### src/design/core_pkg.sv
// Core shared types
`default_nettype none

package core_pkg;

    // Data, address and instruction words
    typedef logic [15:0] word_t;

    // Register index, eight registers
    typedef logic [2:0] reg_addr_t;

    // Opcode numbering of the instruction set
    typedef enum logic [2:0] {
        OP_ADD  = 3'd0,
        OP_ADDI = 3'd1,
        OP_NAND = 3'd2,
        OP_LUI  = 3'd3,
        OP_SW   = 3'd4,
        OP_LW   = 3'd5,
        OP_BEQ  = 3'd6,
        OP_JALR = 3'd7
    } opcode_t;

    // Operand source picked by the forwarding logic
    typedef enum logic [2:0] {
        FWD_DEC  = 3'd0,
        FWD_EX   = 3'd1,
        FWD_MEM  = 3'd2,
        FWD_WB   = 3'd3,
        FWD_ZERO = 3'd4
    } fwd_sel_t;

    // ------------------------------
    // Stage payloads
    // ------------------------------

    typedef struct packed {
        word_t inst;
    } fetch_pl_t;

    typedef struct packed {
        opcode_t   opcode;
        reg_addr_t tgt;
        reg_addr_t src_a;
        reg_addr_t src_b;
        word_t     op_a;
        word_t     op_b;
        word_t     imm;
    } decode_pl_t;

    typedef struct packed {
        opcode_t   opcode;
        reg_addr_t tgt;
        word_t     result;
        word_t     st_data;
    } exec_pl_t;

    // Result heading for the register file
    typedef struct packed {
        reg_addr_t tgt;
        word_t     result;
    } wb_pl_t;

endpackage

`default_nettype wire
### src/design/pipe_core.sv
// Five-stage pipelined core
`timescale 1ns/1ps
`default_nettype none

module pipe_core import core_pkg::*; #(
    parameter word_t RESET_PC = '0
) (
    input  wire logic  i_clk,
    input  wire logic  i_rst,
    input  wire word_t i_inst,
    input  wire word_t i_mem_rd_data,
    output      word_t o_pc,
    output      word_t o_mem_addr,
    output      word_t o_mem_wr_data,
    output      logic  o_mem_wr_en
);

    fetch_pl_t  fetch_next;
    fetch_pl_t  fetch_q;
    logic       fetch_valid;
    decode_pl_t dec_next;
    decode_pl_t dec_q;
    logic       dec_valid;
    exec_pl_t   ex_next;
    exec_pl_t   ex_q;
    logic       ex_valid;
    wb_pl_t     wb_next;
    wb_pl_t     wb_q;
    logic       wb_valid;
    reg_addr_t  rd_src_a;
    reg_addr_t  rd_src_b;
    word_t      rd_a;
    word_t      rd_b;
    word_t      mem_result;
    logic       stall;
    logic       bubble_ex;
    fwd_sel_t   fwd_a;
    fwd_sel_t   fwd_b;

    // ------------------------------
    // Control and register file
    // ------------------------------

    hazard_ctrl hazard_i (
        .i_dec       (dec_q),
        .i_dec_valid (dec_valid),
        .i_ex        (ex_q),
        .i_ex_valid  (ex_valid),
        .i_mem_tgt   (ex_q.tgt),
        .i_wb_tgt    (wb_q.tgt),
        .o_stall     (stall),
        .o_bubble_ex (bubble_ex),
        .o_fwd_a     (fwd_a),
        .o_fwd_b     (fwd_b)
    );

    reg_file reg_file_i (
        .i_clk     (i_clk),
        .i_rst     (i_rst),
        .i_src_a   (rd_src_a),
        .i_src_b   (rd_src_b),
        .i_wr_en   (ex_valid),
        .i_wr_tgt  (ex_q.tgt),
        .i_wr_data (mem_result),
        .o_data_a  (rd_a),
        .o_data_b  (rd_b)
    );

    // ------------------------------
    // Stages
    // ------------------------------

    fetch_decode #(.RESET_PC(RESET_PC)) fetch_decode_i (
        .i_clk         (i_clk),
        .i_rst         (i_rst),
        .i_inst        (i_inst),
        .i_stall       (stall),
        .i_fetch       (fetch_q),
        .i_fetch_valid (fetch_valid),
        .i_dec         (dec_q),
        .i_rd_a        (rd_a),
        .i_rd_b        (rd_b),
        .o_pc          (o_pc),
        .o_fetch_next  (fetch_next),
        .o_rd_src_a    (rd_src_a),
        .o_rd_src_b    (rd_src_b),
        .o_dec_next    (dec_next)
    );

    exec_unit exec_i (
        .i_dec         (dec_q),
        .i_fwd_a       (fwd_a),
        .i_fwd_b       (fwd_b),
        .i_ex_result   (ex_q.result),
        .i_wb_result   (wb_q.result),
        .i_mem         (ex_q),
        .i_mem_rd_data (i_mem_rd_data),
        .o_ex_next     (ex_next),
        .o_wb_next     (wb_next),
        .o_mem_result  (mem_result)
    );

    stage_reg #(.payload_t(fetch_pl_t)) fetch_reg_i (
        .i_clk    (i_clk),
        .i_rst    (i_rst),
        .i_hold   (stall),
        .i_bubble (1'b0),
        .i_valid  (1'b1),
        .i_data   (fetch_next),
        .o_valid  (fetch_valid),
        .o_data   (fetch_q)
    );

    // On a stall dec_next already carries the held entry
    stage_reg #(.payload_t(decode_pl_t)) dec_reg_i (
        .i_clk    (i_clk),
        .i_rst    (i_rst),
        .i_hold   (1'b0),
        .i_bubble (1'b0),
        .i_valid  (fetch_valid),
        .i_data   (dec_next),
        .o_valid  (dec_valid),
        .o_data   (dec_q)
    );

    stage_reg #(.payload_t(exec_pl_t)) ex_reg_i (
        .i_clk    (i_clk),
        .i_rst    (i_rst),
        .i_hold   (1'b0),
        .i_bubble (bubble_ex),
        .i_valid  (dec_valid),
        .i_data   (ex_next),
        .o_valid  (ex_valid),
        .o_data   (ex_q)
    );

    stage_reg #(.payload_t(wb_pl_t)) wb_reg_i (
        .i_clk    (i_clk),
        .i_rst    (i_rst),
        .i_hold   (1'b0),
        .i_bubble (1'b0),
        .i_valid  (ex_valid),
        .i_data   (wb_next),
        .o_valid  (wb_valid),
        .o_data   (wb_q)
    );

    // Data port straight from the execute register
    assign o_mem_addr    = ex_q.result;
    assign o_mem_wr_data = ex_q.st_data;
    assign o_mem_wr_en   = ex_valid && (ex_q.opcode == OP_SW);

endmodule

`default_nettype wire

### src/design/exec_unit.sv
// Execute and memory result logic
`timescale 1ns/1ps
`default_nettype none

module exec_unit import core_pkg::*; (
    input  wire decode_pl_t i_dec,
    input  wire fwd_sel_t   i_fwd_a,
    input  wire fwd_sel_t   i_fwd_b,
    input  wire word_t      i_ex_result,
    input  wire word_t      i_wb_result,
    input  wire exec_pl_t   i_mem,
    input  wire word_t      i_mem_rd_data,
    output      exec_pl_t   o_ex_next,
    output      wb_pl_t     o_wb_next,
    output      word_t      o_mem_result
);

    word_t op_a;
    word_t op_b;
    word_t alu_out;

    function automatic word_t fwd_mux(fwd_sel_t sel, word_t dec_val, word_t ex_val,
                                      word_t mem_val, word_t wb_val);
        word_t val;
        case (sel)
            FWD_EX:   val = ex_val;
            FWD_MEM:  val = mem_val;
            FWD_WB:   val = wb_val;
            FWD_ZERO: val = '0;
            default:  val = dec_val;
        endcase
        return val;
    endfunction

    // ------------------------------
    // Memory stage result
    // ------------------------------

    assign o_mem_result = (i_mem.opcode == OP_LW) ? i_mem_rd_data : i_mem.result;

    assign o_wb_next = '{tgt: i_mem.tgt, result: o_mem_result};

    // ------------------------------
    // Execute
    // ------------------------------

    always_comb begin
        op_a = fwd_mux(i_fwd_a, i_dec.op_a, i_ex_result, o_mem_result, i_wb_result);
        op_b = fwd_mux(i_fwd_b, i_dec.op_b, i_ex_result, o_mem_result, i_wb_result);
    end

    // Address computation shares the adder with ADDI
    always_comb begin
        case (i_dec.opcode)
            OP_ADD:                alu_out = op_a + op_b;
            OP_ADDI, OP_LW, OP_SW: alu_out = op_a + i_dec.imm;
            OP_NAND:               alu_out = ~(op_a & op_b);
            OP_LUI:                alu_out = i_dec.imm;
            default:               alu_out = '0;
        endcase
    end

    // Store data rides along as the second operand
    assign o_ex_next = '{
        opcode:  i_dec.opcode,
        tgt:     i_dec.tgt,
        result:  alu_out,
        st_data: op_b
    };

endmodule

`default_nettype wire

### src/design/fetch_decode.sv
// Fetch and decode stage
`timescale 1ns/1ps
`default_nettype none

module fetch_decode import core_pkg::*; #(
    parameter word_t RESET_PC = '0
) (
    input  wire logic       i_clk,
    input  wire logic       i_rst,
    input  wire word_t      i_inst,
    input  wire logic       i_stall,
    input  wire fetch_pl_t  i_fetch,
    input  wire logic       i_fetch_valid,
    input  wire decode_pl_t i_dec,
    input  wire word_t      i_rd_a,
    input  wire word_t      i_rd_b,
    output      word_t      o_pc,
    output      fetch_pl_t  o_fetch_next,
    output      reg_addr_t  o_rd_src_a,
    output      reg_addr_t  o_rd_src_b,
    output      decode_pl_t o_dec_next
);

    opcode_t   opcode;
    reg_addr_t reg_a;
    reg_addr_t reg_b;
    reg_addr_t reg_c;
    word_t     simm_ext;
    word_t     limm_ext;
    reg_addr_t tgt;
    reg_addr_t src_a;
    reg_addr_t src_b;
    word_t     imm;

    // ------------------------------
    // Fetch
    // ------------------------------

    always_ff @(posedge i_clk) begin
        if (i_rst) begin
            o_pc <= RESET_PC;
        end else if (!i_stall) begin
            o_pc <= o_pc + 16'd1;
        end
    end

    assign o_fetch_next = '{inst: i_inst};

    // ------------------------------
    // Decode
    // ------------------------------

    assign opcode   = opcode_t'(i_fetch.inst[15:13]);
    assign reg_a    = i_fetch.inst[12:10];
    assign reg_b    = i_fetch.inst[9:7];
    assign reg_c    = i_fetch.inst[2:0];
    assign simm_ext = {{9{i_fetch.inst[6]}}, i_fetch.inst[6:0]};
    assign limm_ext = {i_fetch.inst[9:0], 6'b0};

    // Empty fetch slot and branch opcodes decode as no-ops
    always_comb begin
        tgt   = '0;
        src_a = '0;
        src_b = '0;
        imm   = '0;
        if (i_fetch_valid) begin
            case (opcode)
                OP_ADD, OP_NAND: begin
                    tgt   = reg_a;
                    src_a = reg_b;
                    src_b = reg_c;
                end
                OP_ADDI, OP_LW: begin
                    tgt   = reg_a;
                    src_a = reg_b;
                    imm   = simm_ext;
                end
                OP_LUI: begin
                    tgt = reg_a;
                    imm = limm_ext;
                end
                OP_SW: begin
                    src_a = reg_b;
                    src_b = reg_a;
                    imm   = simm_ext;
                end
                default: begin
                    tgt = '0;
                end
            endcase
        end
    end

    // Held entry re-reads its sources, the file now has the writeback result
    assign o_rd_src_a = i_stall ? i_dec.src_a : src_a;
    assign o_rd_src_b = i_stall ? i_dec.src_b : src_b;

    always_comb begin
        if (i_stall) begin
            o_dec_next      = i_dec;
            o_dec_next.op_a = i_rd_a;
            o_dec_next.op_b = i_rd_b;
        end else begin
            o_dec_next = '{
                opcode: i_fetch_valid ? opcode : OP_ADD,
                tgt:    tgt,
                src_a:  src_a,
                src_b:  src_b,
                op_a:   i_rd_a,
                op_b:   i_rd_b,
                imm:    imm
            };
        end
    end

endmodule

`default_nettype wire

### src/design/hazard_ctrl.sv
// Load-use and forwarding control
`timescale 1ns/1ps
`default_nettype none

module hazard_ctrl import core_pkg::*; (
    input  wire decode_pl_t i_dec,
    input  wire logic       i_dec_valid,
    input  wire exec_pl_t   i_ex,
    input  wire logic       i_ex_valid,
    input  wire reg_addr_t  i_mem_tgt,
    input  wire reg_addr_t  i_wb_tgt,
    output      logic       o_stall,
    output      logic       o_bubble_ex,
    output      fwd_sel_t   o_fwd_a,
    output      fwd_sel_t   o_fwd_b
);

    logic ex_is_load;

    // Nearest producer wins
    function automatic fwd_sel_t pick_src(reg_addr_t src, reg_addr_t ex_tgt, logic ex_load,
                                          reg_addr_t mem_tgt, reg_addr_t wb_tgt);
        fwd_sel_t sel;
        if (src == '0) begin
            sel = FWD_ZERO;
        end else if ((src == ex_tgt) && !ex_load) begin
            sel = FWD_EX;
        end else if (src == mem_tgt) begin
            // Load in the memory stage gives its read data
            sel = FWD_MEM;
        end else if (src == wb_tgt) begin
            sel = FWD_WB;
        end else begin
            sel = FWD_DEC;
        end
        return sel;
    endfunction

    assign ex_is_load = i_ex_valid && (i_ex.opcode == OP_LW);

    // Load-use hazard, the consumer waits one cycle in decode
    assign o_stall = i_dec_valid && ex_is_load && (i_ex.tgt != '0) &&
                     ((i_ex.tgt == i_dec.src_a) || (i_ex.tgt == i_dec.src_b));

    assign o_bubble_ex = o_stall;

    always_comb begin
        o_fwd_a = pick_src(i_dec.src_a, i_ex.tgt, ex_is_load, i_mem_tgt, i_wb_tgt);
        o_fwd_b = pick_src(i_dec.src_b, i_ex.tgt, ex_is_load, i_mem_tgt, i_wb_tgt);
    end

endmodule

`default_nettype wire

### src/design/reg_file.sv
// Eight-entry register file
`timescale 1ns/1ps
`default_nettype none

module reg_file import core_pkg::*; (
    input  wire logic      i_clk,
    input  wire logic      i_rst,
    input  wire reg_addr_t i_src_a,
    input  wire reg_addr_t i_src_b,
    input  wire logic      i_wr_en,
    input  wire reg_addr_t i_wr_tgt,
    input  wire word_t     i_wr_data,
    output      word_t     o_data_a,
    output      word_t     o_data_b
);

    word_t regs [8];

    // Writes to register 0 are dropped
    always_ff @(posedge i_clk) begin
        if (i_rst) begin
            for (int i = 0; i < 8; i++) begin
                regs[i] <= '0;
            end
        end else if (i_wr_en && (i_wr_tgt != '0)) begin
            regs[i_wr_tgt] <= i_wr_data;
        end
    end

    // Asynchronous reads, register 0 is hardwired to zero
    assign o_data_a = (i_src_a == '0) ? '0 : regs[i_src_a];
    assign o_data_b = (i_src_b == '0) ? '0 : regs[i_src_b];

endmodule

`default_nettype wire

### src/design/stage_reg.sv
// Pipeline stage register
`timescale 1ns/1ps
`default_nettype none

module stage_reg #(
    parameter type payload_t = logic [15:0]
) (
    input  wire logic     i_clk,
    input  wire logic     i_rst,
    input  wire logic     i_hold,
    input  wire logic     i_bubble,
    input  wire logic     i_valid,
    input  wire payload_t i_data,
    output      logic     o_valid,
    output      payload_t o_data
);

    // An all-zero payload decodes as a no-op with target 0
    always_ff @(posedge i_clk) begin
        if (i_rst) begin
            o_valid <= 1'b0;
            o_data  <= '0;
        end else if (i_hold) begin
            o_valid <= o_valid;
            o_data  <= o_data;
        end else if (i_bubble) begin
            o_valid <= 1'b0;
            o_data  <= '0;
        end else begin
            o_valid <= i_valid;
            o_data  <= i_data;
        end
    end

endmodule

`default_nettype wire

### config.mk
export PLATFORM = sky130hd
export DESIGN_NAME = pipe_core
export DESIGN_NICKNAME = d
export VERILOG_FILES = /design/src/design/core_pkg.sv /design/src/design/pipe_core.sv /design/src/design/exec_unit.sv /design/src/design/fetch_decode.sv /design/src/design/hazard_ctrl.sv /design/src/design/reg_file.sv /design/src/design/stage_reg.sv
export SDC_FILE = /design/constraint.sdc
export NUM_CORES = 1
export LEC_CHECK = 0
export BUFFER_PORTS_ARGS = -buffer_cell sky130_fd_sc_hd__buf_2
export CELL_PAD_IN_SITES_DETAIL_PLACEMENT = 0
export CELL_PAD_IN_SITES_GLOBAL_PLACEMENT = 2
export CORE_AREA = 2 2 128 255
export DETAILED_ROUTE_END_ITERATION = 12
export DIE_AREA = 0 0 130 257
export PLACE_DENSITY_LB_ADDON = 0.1
export SETUP_SLACK_MARGIN = 0.4
export SYNTH_ARGS = -nofsm -noshare
export SYNTH_HDL_FRONTEND = slang
export SYNTH_SLANG_ARGS = --single-unit
export TNS_END_PERCENT = 5
### constraint.sdc
create_clock -name i_clk -period 7.7 [get_ports i_clk]
set_input_delay 0.77 -clock i_clk [delete_from_list [all_inputs] [get_ports i_clk]]
set_output_delay 0.77 -clock i_clk [all_outputs]
set_load 0.01 [all_outputs]
== After elaboration in Yosys (flattened, before gate mapping) ==
Memories as Yosys holds them, arrays and structs flattened.
Index checks and enable logic that the tools add are counted.

* Memory bits (writable): 128
* Output and inout bits: 49
* Memories kept: 1
* Bits in registers: 152
* Memory bits (read-only): 0
* Input bits: 34
* Latch bits: 0

{| class="wikitable"
|+ Memory list
! name !! words !! width !! read ports !! clocked after memory_dff !! wr ports !! line !! text
|-
| reg_file_i.regs || 8 || 16 || 2 || 0 || 8 || reg_file.sv:17 || <nowiki>word_t regs [8];</nowiki>
|}

* Multiplexer cells: 33
* Shift operators: 0
* Reductions and logical operators: 24
* Bitwise gates (word level): 2
* Equal/unequal tests: 26
* $mul: 0
* Div/mod/pow operators: 0
* Order comparisons: 0
* Add/subtract/negate cells: 3

{| class="wikitable"
|+ Operator list
! kind !! number
|-
| $pmux 16 s4 || 3
|-
| $mux 16 || 5
|-
| $mux 3 || 15
|-
| $add 16x16->16 || 2
|-
| $pmux 16 s2 || 1
|-
| $eq 3x2->1 const B || 8
|-
| $eq 3x3->1 const B || 8
|-
| $eq 3x3->1 || 6
|-
| $logic_not 3->1 || 6
|-
| $add 16x1->16 const B || 1
|-
| $and 16x16->16 || 1
|-
| $not 16->16 || 1
|-
| $reduce_or 16->1 || 1
|-
| $eq 3x1->1 const B || 4
|-
| $reduce_or 5->1 || 2
|-
| $logic_and 1x1->1 || 8
|-
| $mux 1 || 6
|-
| $pmux 3 s2 || 1
|-
| $reduce_or 3->1 || 2
|-
| $mux 2 || 2
|-
| $reduce_or 2->1 || 2
|-
| $reduce_bool 3->1 || 1
|-
| $logic_not 1->1 || 1
|-
| $logic_or 1x1->1 || 1
|}

== Longest topological paths before layout ==
* Depth in word-level cells: 11
* Depth in mapped cells: 20

== Hierarchy ==
Synthesis repeated with hierarchy kept, for this count alone.

* Cell total of the unflattened synthesis: 1757
* Area, all modules: 17018.8 um^2

{| class="wikitable"
|+ Modules (own cells, without submodules)
! module !! area an instance (um^2) !! times used !! cells an instance
|-
| reg_file || 6212.2 || 1 || 468
|-
| exec_unit || 2865.2 || 1 || 428
|-
| stage_reg (dec_reg_i) || 2782.7 || 1 || 272
|-
| stage_reg (ex_reg_i) || 1641.6 || 1 || 173
|-
| fetch_decode || 1599.0 || 1 || 208
|-
| stage_reg (wb_reg_i) || 845.8 || 1 || 89
|-
| stage_reg (fetch_reg_i) || 747.0 || 1 || 76
|-
| hazard_ctrl || 305.3 || 1 || 40
|-
| pipe_core || 20.0 || 1 || 3
|}

== Least setup slack after synthesis ==
Ideal clock, no wire load.

* Path type: register -> register
* Start: register ex_reg_i.o_data[32] (netlist bit)
* End: register ex_reg_i.o_data[31] (netlist bit)
* Required time: 7630 ps
* Arrival time: 4224 ps
* Slack: 3406 ps
* Library setup time: 70 ps
* Path buffers: 2
* Cell stages (with the launch flop): 19
* Path through: dfxtp_1 clkbuf_1 or3b_1 a211oi_1 a211oi_1 and2_1 buf_1 a211o_1 o21ai_0 o21ai_0 ha_1 a21oi_1 o21ai_0 o21ai_0 o21ai_0 a221oi_1 xnor3_1 or2_2 a21oi_1

* Word-level cells in the longest chain between the ends: 9
* Elaborated cells between the ends (all ways): 32
* Classes of those cells: add/sub: 2; eq/ne: 12; mux: 9; bitwise: 2; reduce/logical: 7

{| class="wikitable"
|+ RTL lines
! what !! line !! text
|-
| start, declared || stage_reg.sv:15 || <nowiki>output payload_t o_data</nowiki>
|-
| start signal, assigned || stage_reg.sv:25 || <nowiki>o_data <= o_data;</nowiki>
|-
| start signal, assigned || stage_reg.sv:31 || <nowiki>o_data <= i_data;</nowiki>
|-
| parallel branches: the longest is 9 deep, another holds $add 16x16->16 || -- ||
|}

Several ways; the timed one is not identified.
A chain may end at the register's enable or synchronous reset.

== Final worst setup path ==
* Start: register ex_reg_i.o_data[34] (netlist bit)
* End: register ex_reg_i.o_data[31] (netlist bit)

Same word-level chain as after synthesis.

==> impl_metrics.py <==
metrics = {
    "cts": {
        "postCtsSetupBuffers": 0,
        "hold_buffers": 0,
        "clockBufferDepth": 3,
        "cts_made_buffers": 25,
        "cts_max_level": 1,
        "cts_resized": 0,
        "insertion_delay_ps": 560,
        "cts_tree": "yes",
        "clock-sinks": 264,
        "cts_root_buffer": "clkbuf_16",
        "clk_pin_slew_worst_paths_ps": 80,
    },
    "sta": {
        "post-route-min-period_ps": 5267,
        "setup_viol": 0,
        "hold_viol_final": 0,
        "finalMaxSlewViolations": 0,
        "post-route-period-util_pct": 68.40,
        "max_freq_mhz": 189.9,
        "fin_worst_skew_ps": 28.22,
        "hold_ws_ps": 425.8,
        "slew_headroom_pct": 24.31,
        "fin_tns_setup_ps": 0,
        "worst_pin_slew_ps": 1104,
        "rsz0062_at_grt": "false",
    },
    "logic_synthesis": {
        "synth_area_leaders": "edfxtp_1 (25%), dfxtp_1 (23%), mux2i_1 (7.3%)",
        "async_reset_ff_share_pct": 0,
        "synth_flop_cell": "dfxtp_1",
        "synth.avg_cell_area_sq_um": 9.930,
        "yosys_warnings": 0,
        "syn_inst": 1350,
        "syn_nets": 1401,
        "synth_top_cell_area_share_pct": 25.09,
        "synth_seq_area_share_pct": 47.79,
        "synth_edf_count": 112,
        "synth.most_common_cell": "nor2_1",
        "ys_seq_elements": 264,
        "synthesis.area_sq_um": 13410,
        "ys_top_cells_by_count": "nor2_1 (221), dfxtp_1 (152), edfxtp_1 (112)",
        "synth_cell_types": 67,
        "synth_top_area_cell": "edfxtp_1",
    },
    "global_route": {
        "antenna_found_initial": 0,
        "grt_pass1_vias": 10319,
        "grt_max_degree": 56,
        "track_usage_pct": 25.21,
        "grt_pass1_wl_um": 62870,
        "globalRouteOverflowTotal": 0,
    },
    "worst_setup_path": {
        "worstPathCellList": "nor4_1 > o2111a_1 > a211oi_1 > and2_1 > a211o_1 > o21ai_0 > o21ai_0 > ha_1 > a21oi_1 > o21ai_0 > o21ai_0 > o21ai_0 > a221oi_1 > xnor3_1 > or2_2 > a21oi_1",
        "crit_path_top_delay_cell": "dfxtp_1",
        "crit_path_max_fanout": 15,
        "crit_type": "flip-flop to flip-flop",
        "critPathLaunchType": "flip-flop",
        "required_ps": 8170,
        "cpPeakStageDelay_ps": 640,
        "end_kind": "flip-flop",
        "critPathMostFrequentCell": "o21ai_0",
        "arrival_ps": 5740,
        "rrSetupSlack_ps": 2430,
    },
    "floorplanning": {
        "die_w_um": 130,
        "start_util_pct": 42.66,
        "dieHeight_um": 257,
        "io_pins": 83,
        "die_area_sq_um": 33410,
        "design.core.area_sq_um": 31430,
        "std_cell_rows": 92,
    },
    "final_layout": {
        "area_growth_pct": 9.707,
        "final_core_util_pct": 46.80,
        "drive_gt1_share_pct": 17.54,
        "layout.nets": 1412,
        "diodes": 0,
    },
    "power": {
        "p_leak_nw": 5.662,
        "power.internal_w": 0.002288,
        "p_sw_w": 0.0007731,
        "seq_power_share_pct": 50.3,
        "combPwrFrac_pct": 8.9,
        "powerDensity_nw_per_um2": 208.1,
        "peakVddDrop_v": 0.0001876,
        "p_clk_share_pct": 40.8,
        "power_w": 0.003061,
        "sw_frac_of_total_pct": 25.26,
    },
    "outcome": {
        "outcome": "completed",
    },
    "drt": {
        "drtIter0Drc": 519,
        "drt_first_pass_iters": 5,
        "wl_um": 42200,
        "drc": 0,
        "ant_nets": 0,
        "avgViaCountPerCell": 5.542,
        "routedWlPerCell_um": 23.40,
        "dr_total_vias": 9992,
    },
    "worst_hold_path": {
        "min_path_type": "flip-flop to flip-flop",
    },
    "placement": {
        "io_buffers": 82,
        "place.gp.congestion": 0.8660,
        "hpwl_um": 29850,
    },
    "job": {
        "drv_cap": 0,
    },
}
registers in the layout, summed over array words and instances (netlist names):
| name | cells |
|---|---|
| dec_reg_i.o_data | 60 |
| wb_reg_i.o_data | 19 |
| ex_reg_i.o_valid | 1 |
| ex_reg_i.o_data | 38 |
| fetch_reg_i.o_valid | 1 |
| dec_reg_i.o_valid | 1 |
| fetch_reg_i.o_data | 16 |
| reg_file_i.regs | 112 |
| fetch_decode_i.o_pc | 16 |
critical path: cells and delay by family (launching register included):
family          cells  cell delay [ps]
compound gates     11             3030
simple gates        3              970
flops               1              640
fa+ha+maj           1              280
xor+xnor            1              260
metrics by stage:
step	worst slack (ps)	area, sq um	std cells
after floorplan	3406	13410	1350
after global placement	2654	13910	1757
after detailed placement	2473	13910	1757
after CTS	2426	14710	1803
after global routing	2031	14710	1803
final	2433	14710	1803
cell type report:
| type | count | area, sq um |
|---|---|---|
| fill | 3039 | 16720 |
| sequential | 264 | 6406 |
| multi-input combinational | 937 | 6267 |
| clock buffer | 31 | 669.4 |
| timing repair buffer | 109 | 615.6 |
| tap | 423 | 529.3 |
| clock inverter | 15 | 128.9 |
| inverter | 24 | 90.09 |
power groups by stage:
| stage | registers, W | logic, W | clock network [W] |
|---|---|---|---|
| after floorplan | 0.00155 | 0.000193 | 0 |
| after global placement | 0.00157 | 0.000273 | 0 |
| after detailed placement | 0.00157 | 0.000274 | 0 |
| after CTS | 0.00154 | 0.000275 | 0.00127 |
| after global routing | 0.00154 | 0.000294 | 0.00132 |
| final | 0.00154 | 0.000273 | 0.00125 |
metal layers:
metal | routed length, um | track usage (%) | up-vias
met5 | 0 | 0 | -
met4 | 1239 | 8.065 | 0
met3 | 1203 | 1.975 | 61
met2 | 23680 | 49.29 | 218
met1 | 16080 | 27.86 | 4922
li1 | - | - | 4791
layout by cell type, fill, tap and decap left out, types with 4 or more instances in the layout:
cell / netlist / final
nand2_1: 95 / 95
edfxtp_1: 112 / 112
nand3_1: 24 / 24
a211oi_2: 17 / 17
mux2_2: 51 / 51
xor2_1: 18 / 18
nand2b_1: 16 / 16
ha_1: 16 / 16
clkbuf_16: 0 / 26
nand4_1: 5 / 5
a211o_1: 15 / 15
nor4_1: 4 / 4
buf_4: 38 / 28
nor2_1: 221 / 219
mux2_1: 13 / 13
xnor2_1: 14 / 14
clkinv_2: 0 / 4
o21ai_0: 86 / 86
dfxtp_1: 152 / 152
a221oi_1: 20 / 20
clkinv_1: 0 / 6
a221oi_2: 13 / 13
nor2b_1: 18 / 17
buf_2: 14 / 81
o21a_1: 8 / 8
nor3_1: 16 / 16
mux2i_1: 98 / 98
a211oi_1: 30 / 30
inv_1: 24 / 24
a21o_1: 4 / 4
clkbuf_1: 63 / 5
nor3b_1: 5 / 5
o22ai_1: 8 / 8
a21oi_1: 67 / 67
and2_1: 9 / 9
kinds of logic after synthesis:
logic type | after synthesis | share of synthesized area [%]
compound gates | 286 | 14.97
xor+xnor | 35 | 2.501
fa+ha+maj | 17 | 1.643
buf+inv | 149 | 5.656
flops | 264 | 47.79
mux | 164 | 12.97
simple gates | 435 | 14.47
final timing paths:
path / start / to / cells past startpoint
setup / recovery: ex_reg_i.o_data[34]$_SDFF_PP0_ / ex_reg_i.o_data[31]$_SDFF_PP0_ / 16
setup reg to reg: ex_reg_i.o_data[34]$_SDFF_PP0_ / ex_reg_i.o_data[31]$_SDFF_PP0_ / 16
hold reg to reg: dec_reg_i.o_valid$_SDFF_PP0_ / ex_reg_i.o_valid$_SDFF_PP0_ / 2
hold / removal: dec_reg_i.o_valid$_SDFF_PP0_ / ex_reg_i.o_valid$_SDFF_PP0_ / 2
No activity file was read; power rests on OpenSTA's default activity.
